`src/rtl/hdcpu_pkg.sv`:
```
package hdcpu_pkg;

    // Port widths
    localparam int ALU_FN_W = 4;
    localparam int SEL_W    = 4;

    // Console switch modes
    localparam logic [2:0] MODE_RUN    = 3'b000;
    localparam logic [2:0] MODE_MEM_WR = 3'b001;
    localparam logic [2:0] MODE_MEM_RD = 3'b010;
    localparam logic [2:0] MODE_REG_RD = 3'b011;
    localparam logic [2:0] MODE_REG_WR = 3'b100;

    // Opcodes from IR[7:4]
    localparam logic [3:0] OP_NOP = 4'b0000;
    localparam logic [3:0] OP_ADD = 4'b0001;
    localparam logic [3:0] OP_SUB = 4'b0010;
    localparam logic [3:0] OP_AND = 4'b0011;
    localparam logic [3:0] OP_INC = 4'b0100;
    localparam logic [3:0] OP_LD  = 4'b0101;
    localparam logic [3:0] OP_ST  = 4'b0110;
    localparam logic [3:0] OP_JC  = 4'b0111;
    localparam logic [3:0] OP_JZ  = 4'b1000;
    localparam logic [3:0] OP_JMP = 4'b1001;
    localparam logic [3:0] OP_OUT = 4'b1010;
    localparam logic [3:0] OP_OR  = 4'b1100;
    localparam logic [3:0] OP_XOR = 4'b1101;
    localparam logic [3:0] OP_STP = 4'b1110;
    // 1011 and 1111 are unassigned and decode as NOP

    // ALU function select on S[3:0]
    localparam logic [ALU_FN_W-1:0] ALU_ADD    = 4'b1001;
    localparam logic [ALU_FN_W-1:0] ALU_SUB    = 4'b0110;
    localparam logic [ALU_FN_W-1:0] ALU_AND    = 4'b1011;
    localparam logic [ALU_FN_W-1:0] ALU_OR     = 4'b1110;
    localparam logic [ALU_FN_W-1:0] ALU_XOR    = 4'b0110; // Logic mode with M high
    localparam logic [ALU_FN_W-1:0] ALU_PASS_A = 4'b1010;
    localparam logic [ALU_FN_W-1:0] ALU_ONES   = 4'b1111;
    localparam logic [ALU_FN_W-1:0] ALU_ZERO   = 4'b0000;

    // Register select as destination pair then source pair
    localparam logic [SEL_W-1:0] SEL_R3_R3 = 4'b1111;
    localparam logic [SEL_W-1:0] SEL_NONE  = 4'b0000;

endpackage

```
`src/rtl/ctrl_word_if.sv`:
```
`timescale 1ns/1ns

interface ctrl_word_if;

    logic ldc;
    logic ldz;
    logic cin;
    logic m;
    logic abus;
    logic drw;
    logic pcinc;
    logic lpc;
    logic lar;
    logic pcadd;
    logic arinc;
    logic selctl;
    logic memw;
    logic stop;
    logic lir;
    logic sbus;
    logic mbus;
    logic short;
    logic long;
    logic [hdcpu_pkg::ALU_FN_W-1:0] s;
    logic [hdcpu_pkg::SEL_W-1:0]    sel;
    logic set_st0; // Request to raise st0 on the next t3 fall

    modport source (
        output ldc, ldz, cin, m, abus, drw, pcinc, lpc, lar, pcadd, arinc,
        output selctl, memw, stop, lir, sbus, mbus, short, long,
        output s, sel, set_st0
    );

    modport sink (
        input ldc, ldz, cin, m, abus, drw, pcinc, lpc, lar, pcadd, arinc,
        input selctl, memw, stop, lir, sbus, mbus, short, long,
        input s, sel, set_st0
    );

endinterface

```
`src/rtl/console_seq.sv`:
```
`timescale 1ns/1ns

module console_seq (
    input  logic [2:0]         sw,
    input  logic [3:1]         w,
    input  logic               st0,
    ctrl_word_if.source        word
);

    always_comb begin
        word.ldc     = 1'b0;
        word.ldz     = 1'b0;
        word.cin     = 1'b0;
        word.m       = 1'b0;
        word.abus    = 1'b0;
        word.drw     = 1'b0;
        word.pcinc   = 1'b0;
        word.lpc     = 1'b0;
        word.lar     = 1'b0;
        word.pcadd   = 1'b0;
        word.arinc   = 1'b0;
        word.selctl  = 1'b0;
        word.memw    = 1'b0;
        word.stop    = 1'b0;
        word.lir     = 1'b0;
        word.sbus    = 1'b0;
        word.mbus    = 1'b0;
        word.short   = 1'b0;
        word.long    = 1'b0;
        word.s       = hdcpu_pkg::ALU_ZERO;
        word.sel     = hdcpu_pkg::SEL_NONE;
        word.set_st0 = 1'b0;

        case (sw)
            hdcpu_pkg::MODE_MEM_WR: begin
                // First pass loads AR from switches, later passes write and step
                word.lar     = w[1] && !st0;
                word.memw    = w[1] && st0;
                word.arinc   = w[1] && st0;
                word.sbus    = w[1];
                word.stop    = w[1];
                word.short   = w[1];
                word.selctl  = w[1];
                word.set_st0 = w[1];
            end
            hdcpu_pkg::MODE_MEM_RD: begin
                word.sbus    = w[1] && !st0;
                word.lar     = w[1] && !st0;
                word.set_st0 = w[1] && !st0;
                word.mbus    = w[1] && st0;
                word.arinc   = w[1] && st0;
                word.stop    = w[1];
                word.short   = w[1];
                word.selctl  = w[1];
            end
            hdcpu_pkg::MODE_REG_RD: begin
                word.selctl = w[1] || w[2];
                word.stop   = w[1] || w[2];
                word.sel    = {w[2], 1'b0, w[2], w[1] || w[2]}; // R0/R1 then R2/R3
            end
            hdcpu_pkg::MODE_REG_WR: begin
                word.sbus    = w[1] || w[2];
                word.selctl  = w[1] || w[2];
                word.drw     = w[1] || w[2];
                word.stop    = w[1] || w[2];
                word.set_st0 = w[2] && !st0;
                // R0,R1 on the first pass, R2,R3 on the second
                word.sel[3]  = st0;
                word.sel[2]  = w[2];
                word.sel[1]  = (w[1] && !st0) || (w[2] && st0);
                word.sel[0]  = w[1];
            end
            default: begin
                // Run mode and spare codes leave the word idle
            end
        endcase
    end

endmodule

```
`src/rtl/hdcpu_ctrl.sv`:
```
`timescale 1ns/1ns

module hdcpu_ctrl (
    input  logic                           t3,
    input  logic                           rst_n,
    input  logic                           c,
    input  logic                           z,
    input  logic [2:0]                     sw,
    input  logic [3:0]                     ir_op,
    input  logic [3:1]                     w,
    output logic                           ldc,
    output logic                           ldz,
    output logic                           cin,
    output logic                           m,
    output logic                           abus,
    output logic                           drw,
    output logic                           pcinc,
    output logic                           lpc,
    output logic                           lar,
    output logic                           pcadd,
    output logic                           arinc,
    output logic                           selctl,
    output logic                           memw,
    output logic                           stop,
    output logic                           lir,
    output logic                           sbus,
    output logic                           mbus,
    output logic                           short,
    output logic                           long,
    output logic [hdcpu_pkg::ALU_FN_W-1:0] s,
    output logic [hdcpu_pkg::SEL_W-1:0]    sel
);

    logic st0;

    ctrl_word_if con_word ();
    ctrl_word_if exec_word ();

    console_seq u_console_seq (
        .sw   (sw),
        .w    (w),
        .st0  (st0),
        .word (con_word)
    );

    instr_exec u_instr_exec (
        .ir_op (ir_op),
        .w     (w),
        .st0   (st0),
        .c     (c),
        .z     (z),
        .word  (exec_word)
    );

    mode_sequencer u_mode_sequencer (
        .t3        (t3),
        .rst_n     (rst_n),
        .sw        (sw),
        .w         (w),
        .con_word  (con_word),
        .exec_word (exec_word),
        .st0       (st0),
        .ldc       (ldc),
        .ldz       (ldz),
        .cin       (cin),
        .m         (m),
        .abus      (abus),
        .drw       (drw),
        .pcinc     (pcinc),
        .lpc       (lpc),
        .lar       (lar),
        .pcadd     (pcadd),
        .arinc     (arinc),
        .selctl    (selctl),
        .memw      (memw),
        .stop      (stop),
        .lir       (lir),
        .sbus      (sbus),
        .mbus      (mbus),
        .short     (short),
        .long      (long),
        .s         (s),
        .sel       (sel)
    );

endmodule

```
`src/rtl/instr_exec.sv`:
```
`timescale 1ns/1ns

module instr_exec (
    input  logic [3:0]         ir_op,
    input  logic [3:1]         w,
    input  logic               st0,
    input  logic               c,
    input  logic               z,
    ctrl_word_if.source        word
);

    always_comb begin
        word.ldc     = 1'b0;
        word.ldz     = 1'b0;
        word.cin     = 1'b0;
        word.m       = 1'b0;
        word.abus    = 1'b0;
        word.drw     = 1'b0;
        word.pcinc   = 1'b0;
        word.lpc     = 1'b0;
        word.lar     = 1'b0;
        word.pcadd   = 1'b0;
        word.arinc   = 1'b0;
        word.selctl  = 1'b0;
        word.memw    = 1'b0;
        word.stop    = 1'b0;
        word.lir     = 1'b0;
        word.sbus    = 1'b0;
        word.mbus    = 1'b0;
        word.short   = 1'b0;
        word.long    = 1'b0;
        word.s       = hdcpu_pkg::ALU_ZERO;
        word.sel     = hdcpu_pkg::SEL_NONE;
        word.set_st0 = 1'b0;

        if (!st0) begin
            // Program start moves the switches into R3 and then R3 into PC
            word.selctl  = 1'b1;
            word.sel     = hdcpu_pkg::SEL_R3_R3;
            word.s       = hdcpu_pkg::ALU_PASS_A;
            word.sbus    = w[1];
            word.drw     = w[1];
            word.stop    = w[1];
            word.abus    = w[2];
            word.m       = w[2];
            word.lpc     = w[2];
            word.set_st0 = w[2];
        end else if (w[1]) begin
            word.lir   = 1'b1; // Fetch
            word.pcinc = 1'b1;
        end else if (w[2]) begin
            case (ir_op)
                hdcpu_pkg::OP_ADD, hdcpu_pkg::OP_SUB: begin
                    word.s    = (ir_op == hdcpu_pkg::OP_ADD) ? hdcpu_pkg::ALU_ADD
                                                             : hdcpu_pkg::ALU_SUB;
                    word.cin  = (ir_op == hdcpu_pkg::OP_ADD);
                    word.abus = 1'b1;
                    word.drw  = 1'b1;
                    word.ldz  = 1'b1;
                    word.ldc  = 1'b1;
                end
                hdcpu_pkg::OP_INC: begin
                    word.s    = hdcpu_pkg::ALU_ZERO; // A plus one with carry-in low
                    word.abus = 1'b1;
                    word.drw  = 1'b1;
                    word.ldz  = 1'b1;
                    word.ldc  = 1'b1;
                end
                hdcpu_pkg::OP_AND, hdcpu_pkg::OP_OR, hdcpu_pkg::OP_XOR: begin
                    case (ir_op)
                        hdcpu_pkg::OP_AND: word.s = hdcpu_pkg::ALU_AND;
                        hdcpu_pkg::OP_OR:  word.s = hdcpu_pkg::ALU_OR;
                        default:           word.s = hdcpu_pkg::ALU_XOR;
                    endcase
                    word.m    = 1'b1;
                    word.abus = 1'b1;
                    word.drw  = 1'b1;
                    word.ldz  = 1'b1;
                end
                hdcpu_pkg::OP_LD: begin
                    word.s    = hdcpu_pkg::ALU_PASS_A; // Address from source reg
                    word.m    = 1'b1;
                    word.abus = 1'b1;
                    word.lar  = 1'b1;
                    word.long = 1'b1;
                end
                hdcpu_pkg::OP_ST: begin
                    word.s    = hdcpu_pkg::ALU_ONES; // Address from dest reg
                    word.m    = 1'b1;
                    word.abus = 1'b1;
                    word.lar  = 1'b1;
                    word.long = 1'b1;
                end
                hdcpu_pkg::OP_JC: word.pcadd = c;
                hdcpu_pkg::OP_JZ: word.pcadd = z;
                hdcpu_pkg::OP_JMP: begin
                    word.s    = hdcpu_pkg::ALU_ONES;
                    word.m    = 1'b1;
                    word.abus = 1'b1;
                    word.lpc  = 1'b1;
                end
                hdcpu_pkg::OP_OUT: begin
                    word.s    = hdcpu_pkg::ALU_PASS_A;
                    word.m    = 1'b1;
                    word.abus = 1'b1;
                end
                hdcpu_pkg::OP_STP: word.stop = 1'b1;
                hdcpu_pkg::OP_NOP: begin
                end
                default: begin
                end
            endcase
        end else if (w[3]) begin
            // Only the memory instructions use the long beat
            case (ir_op)
                hdcpu_pkg::OP_LD: begin
                    word.drw  = 1'b1;
                    word.mbus = 1'b1;
                end
                hdcpu_pkg::OP_ST: begin
                    word.s    = hdcpu_pkg::ALU_PASS_A; // Data from source reg
                    word.m    = 1'b1;
                    word.abus = 1'b1;
                    word.memw = 1'b1;
                end
                default: begin
                end
            endcase
        end
    end

endmodule

```
`src/rtl/mode_sequencer.sv`:
```
`timescale 1ns/1ns

module mode_sequencer (
    input  logic                           t3,
    input  logic                           rst_n,
    input  logic [2:0]                     sw,
    input  logic [3:1]                     w,
    ctrl_word_if.sink                      con_word,
    ctrl_word_if.sink                      exec_word,
    output logic                           st0,
    output logic                           ldc,
    output logic                           ldz,
    output logic                           cin,
    output logic                           m,
    output logic                           abus,
    output logic                           drw,
    output logic                           pcinc,
    output logic                           lpc,
    output logic                           lar,
    output logic                           pcadd,
    output logic                           arinc,
    output logic                           selctl,
    output logic                           memw,
    output logic                           stop,
    output logic                           lir,
    output logic                           sbus,
    output logic                           mbus,
    output logic                           short,
    output logic                           long,
    output logic [hdcpu_pkg::ALU_FN_W-1:0] s,
    output logic [hdcpu_pkg::SEL_W-1:0]    sel
);

    localparam int WORD_W = 19 + hdcpu_pkg::ALU_FN_W + hdcpu_pkg::SEL_W;

    logic [WORD_W-1:0] con_bits;
    logic [WORD_W-1:0] exec_bits;
    logic [WORD_W-1:0] act_bits;
    logic              run_mode;
    logic              set_st0;

    assign con_bits = {con_word.ldc, con_word.ldz, con_word.cin, con_word.m,
                       con_word.abus, con_word.drw, con_word.pcinc, con_word.lpc,
                       con_word.lar, con_word.pcadd, con_word.arinc, con_word.selctl,
                       con_word.memw, con_word.stop, con_word.lir, con_word.sbus,
                       con_word.mbus, con_word.short, con_word.long,
                       con_word.s, con_word.sel};

    assign exec_bits = {exec_word.ldc, exec_word.ldz, exec_word.cin, exec_word.m,
                        exec_word.abus, exec_word.drw, exec_word.pcinc, exec_word.lpc,
                        exec_word.lar, exec_word.pcadd, exec_word.arinc, exec_word.selctl,
                        exec_word.memw, exec_word.stop, exec_word.lir, exec_word.sbus,
                        exec_word.mbus, exec_word.short, exec_word.long,
                        exec_word.s, exec_word.sel};

    assign run_mode = (sw == hdcpu_pkg::MODE_RUN);
    assign act_bits = run_mode ? exec_bits : con_bits;
    assign set_st0  = run_mode ? exec_word.set_st0 : con_word.set_st0;

    // Datapath sees an idle word while the unit is held in reset
    assign {ldc, ldz, cin, m, abus, drw, pcinc, lpc, lar, pcadd, arinc, selctl,
            memw, stop, lir, sbus, mbus, short, long, s, sel} =
           rst_n ? act_bits : '0;

    always_ff @(negedge t3 or negedge rst_n) begin
        if (!rst_n) begin
            st0 <= 1'b0;
        end else if (set_st0) begin
            st0 <= 1'b1;
        end else if (sw == hdcpu_pkg::MODE_REG_WR && st0 && w[2]) begin
            st0 <= 1'b0; // End of the second register-write pass
        end
    end

endmodule

```
`config.mk`:
```
export PLATFORM = sky130hd
export DESIGN_NAME = hdcpu_ctrl
export DESIGN_NICKNAME = d
export VERILOG_FILES = /design/src/rtl/hdcpu_pkg.sv /design/src/rtl/ctrl_word_if.sv /design/src/rtl/console_seq.sv /design/src/rtl/hdcpu_ctrl.sv /design/src/rtl/instr_exec.sv /design/src/rtl/mode_sequencer.sv
export SDC_FILE = /design/constraint.sdc
export NUM_CORES = 1
export LEC_CHECK = 0
export CORE_MARGIN = 10
export CORE_UTILIZATION = 59
export DETAILED_ROUTE_END_ITERATION = 10
export DONT_BUFFER_PORTS = 1
export PLACE_DENSITY = 0.8
export SYNTH_ARGS = -nofsm -noshare
export SYNTH_HDL_FRONTEND = slang
export SYNTH_SLANG_ARGS = --single-unit
```
`constraint.sdc`:
```
create_clock -name t3 -period 2.3 [get_ports t3]
set_input_delay 0 -clock t3 [delete_from_list [all_inputs] [get_ports t3]]
set_output_delay 0 -clock t3 [all_outputs]
set_load 0.005 [all_outputs]
```
==> flow_summary.ini <==
[run_status]
outcome = finished, final reports clean

[logic_synthesis]
ys_top_cells_by_area = a21oi_1 (7.3%), o21ai_1 (6.1%), buf_2 (5.5%), nor2_1 (5.5%), nor2b_1 (4.6%)
syn-cell-area_sq_um = 822
ys_seq_area_share_pct = 3.04
syn_inst = 130
yosys_warnings = 0
netlist.area_leader.share_pct = 7.31
synthesis.area_per_instance_sq_um = 6.32
synthesis.nets = 144
synth_xor_area_share_pct = 6.39
ys_top_cells_by_count = a21oi_1 (12), nor2_1 (12), o21ai_1 (10), buf_2 (9), nand2_1 (9)
synth_edf_count = 0
synth_fa_ha_area_share_pct = 1.22
ys_ff_latch = 1
synth_top_family_by_area = simple AND/OR/NAND/NOR gates
synth_cell_types = 45
synthArstFlopShare_pct = 100
synth_compound_area_share_pct = 35.0
ys.flop_type = dfrtn_1
synth-simple-area-share_pct = 42.0
synth_top_cell_by_area = a21oi_1
synth_mux_area_share_pct = 0

[setup_path]
r2r-start = u_mode_sequencer.st0$_DFFE_NN0P_
cp_max_fo = 9
cp_data_required_time_ns = 2.30
reg2reg_to = u_mode_sequencer.st0$_DFFE_NN0P_
worstSetupPathType = reg -> out
critPathArrivalTime_ns = 2.30
r2r_cells = 4
end_kind = output port
crit_path_start_kind = flip-flop
rrSetupSlack_ns = 1.17

[detailed_routing]
first_pass_iters = 4
wl_met2_mm = 1.36
wl_per_cell_um = 18.7
drt-initial-drc-count = 18
wl_met1_mm = 1.04
met3_length_um = 175
via_per_inst = 6.61
drt-total-wl_mm = 2.57
vias = 906
drc = 0
ant_nets = 0
route.top_layer_used = met3

[pwr]
combinationalPowerShare_pct = 87.4
power.switching_mw = 0.107
clkPwrFrac_pct = 0
switching_share_pct = 47.8
cellPowerDensity_mw_per_mm2 = 257
power_frac_seq_pct = 12.6
p_leak_nw = 0.310
p_total_mw = 0.225
intPower_mw = 0.117
ir_drop_mv = 0.195

[placed_design]
pre_cts_slack_ns = -0.0166
gp_congestion = 0.891
port_buffers = 0
hpwl_mm = 1.96

[cells_and_area]
largest_reg_flops = 1
area_growth_pct = 6.24
final_nets = 138
drive_gt1_share_pct = 18.9
top_regs = u_mode_sequencer.st0 (1)
diodes = 0
regMostFlops = u_mode_sequencer.st0

[global_routing]
grt_pass1_wl_mm = 3.86
track_usage_pct = 13.3
grt_pass1_vias = 803
grt-ovfl-total = 0
antenna_found_initial = 0
grt_start_max_net_pins = 19

[die]
die_h_um = 57.3
io_pins = 41
coreArea_sq_mm = 0.00130
row_count = 13
dieArea_sq_mm = 0.00329
initial_core_util_pct = 63.2
die_w_um = 57.3

[clock_network]
cts_setup_buffers = 0
clkLatencyLatePin_ns = 0
clkTransAtPathRegs_ns = 0

[sta]
clock_skew_ns = 0
whs_ns = 0.0248
hold_viol_final = 0
final.setup.worst_slack_ns = 0.000979
final-max-slew-violation-count = 0
grt_setup_unrepaired = true
tightest_slew_ns = 0.513
slew_headroom_pct = 65.8
setup_viol = 0

[min_path]
whs_path_depth = 1
hold_end = cin
hp-class = in -> out
min_from = ir_op[2]

[job]
maxCapViolations = 0
## worst max-delay path by stage
stage / from / endpoint / slack [ns] / cells after the start
detailed placement: u_mode_sequencer.st0$_DFFE_NN0P_ / sbus / -0.02 / 5
global route: u_mode_sequencer.st0$_DFFE_NN0P_ / s[1] / -0.04 / 5
floorplan: u_mode_sequencer.st0$_DFFE_NN0P_ / pcinc / 0.008 / 4
finish: u_mode_sequencer.st0$_DFFE_NN0P_ / drw / 0.001 / 4
CTS: u_mode_sequencer.st0$_DFFE_NN0P_ / drw / -0.009 / 4
global placement: u_mode_sequencer.st0$_DFFE_NN0P_ / drw / 0.03 / 4
## metrics by stage
step,setup TNS [ns],utilization (%),std cells,cell area (sq um)
finish,0,67.1,137,873
global route,-0.155,67.1,137,873
CTS,-0.00872,62.8,137,817
detailed placement,-0.0259,61.9,137,806
global placement,0,61.9,137,806
floorplan,0,-,130,825
## metal layers
metal	vias to the layer above	GRT usage, %
met5	-	0
met4	0	0.336
met3	0	2.65
met2	32	25.3
met1	421	15.4
li1	453	-
## power groups by stage
stage / clock network, mW / logic, mW / registers (mW)
after floorplan: 0 / 0.154 / 0.0263
after global placement: 0 / 0.172 / 0.0270
after detailed placement: 0 / 0.178 / 0.0273
after CTS: 0 / 0.181 / 0.0273
after global routing: 0 / 0.214 / 0.0293
final: 0 / 0.196 / 0.0283
## timing repair
item | CTS | global route
gates resized for setup | 2 | 11
pin swaps | 1 | 1
setup endpoints to repair | 3 | 15
hold buffers | 0 | 0
## final cells by class
class                           count  area (sq um)
Tap cell                           15          18.8
Inverter                            3          11.3
Fill cell                         128           428
Timing Repair Buffer                7          56.3
Sequential cell                     1          25.0
Multi-Input combinational cell    111           762
## worst max-delay path, stage by stage (launching register included)
cell and delay [ns]:
dfrtn_1 0.42, buf_6 0.14, inv_1 0.11, a211oi_4 0.30
a31oi_1 0.17
## placed cells by master, fill, tap and decap left out, drive strengths merged, types with 2 or more instances in the layout
cell type,n
a21oi,12
a31oi,2
and2,3
buf,7
inv,3
nand2,10
nand2b,3
nand3,5
nand4,5
nor2,14
nor2b,6
nor3,4
nor3b,2
o21a,3
o21ai,16
o22ai,2
xnor2,4
xor2,2
## kinds of logic after synthesis
kind of cell / Yosys count
adder cells (fa/ha/maj): 1
buffers and inverters: 18
AND/OR/NAND/NOR: 60
flip-flops: 1
XOR/XNOR: 6
AO/OA/AOI/OAI: 44
Note: power is estimated with default switching activity, not from simulation.
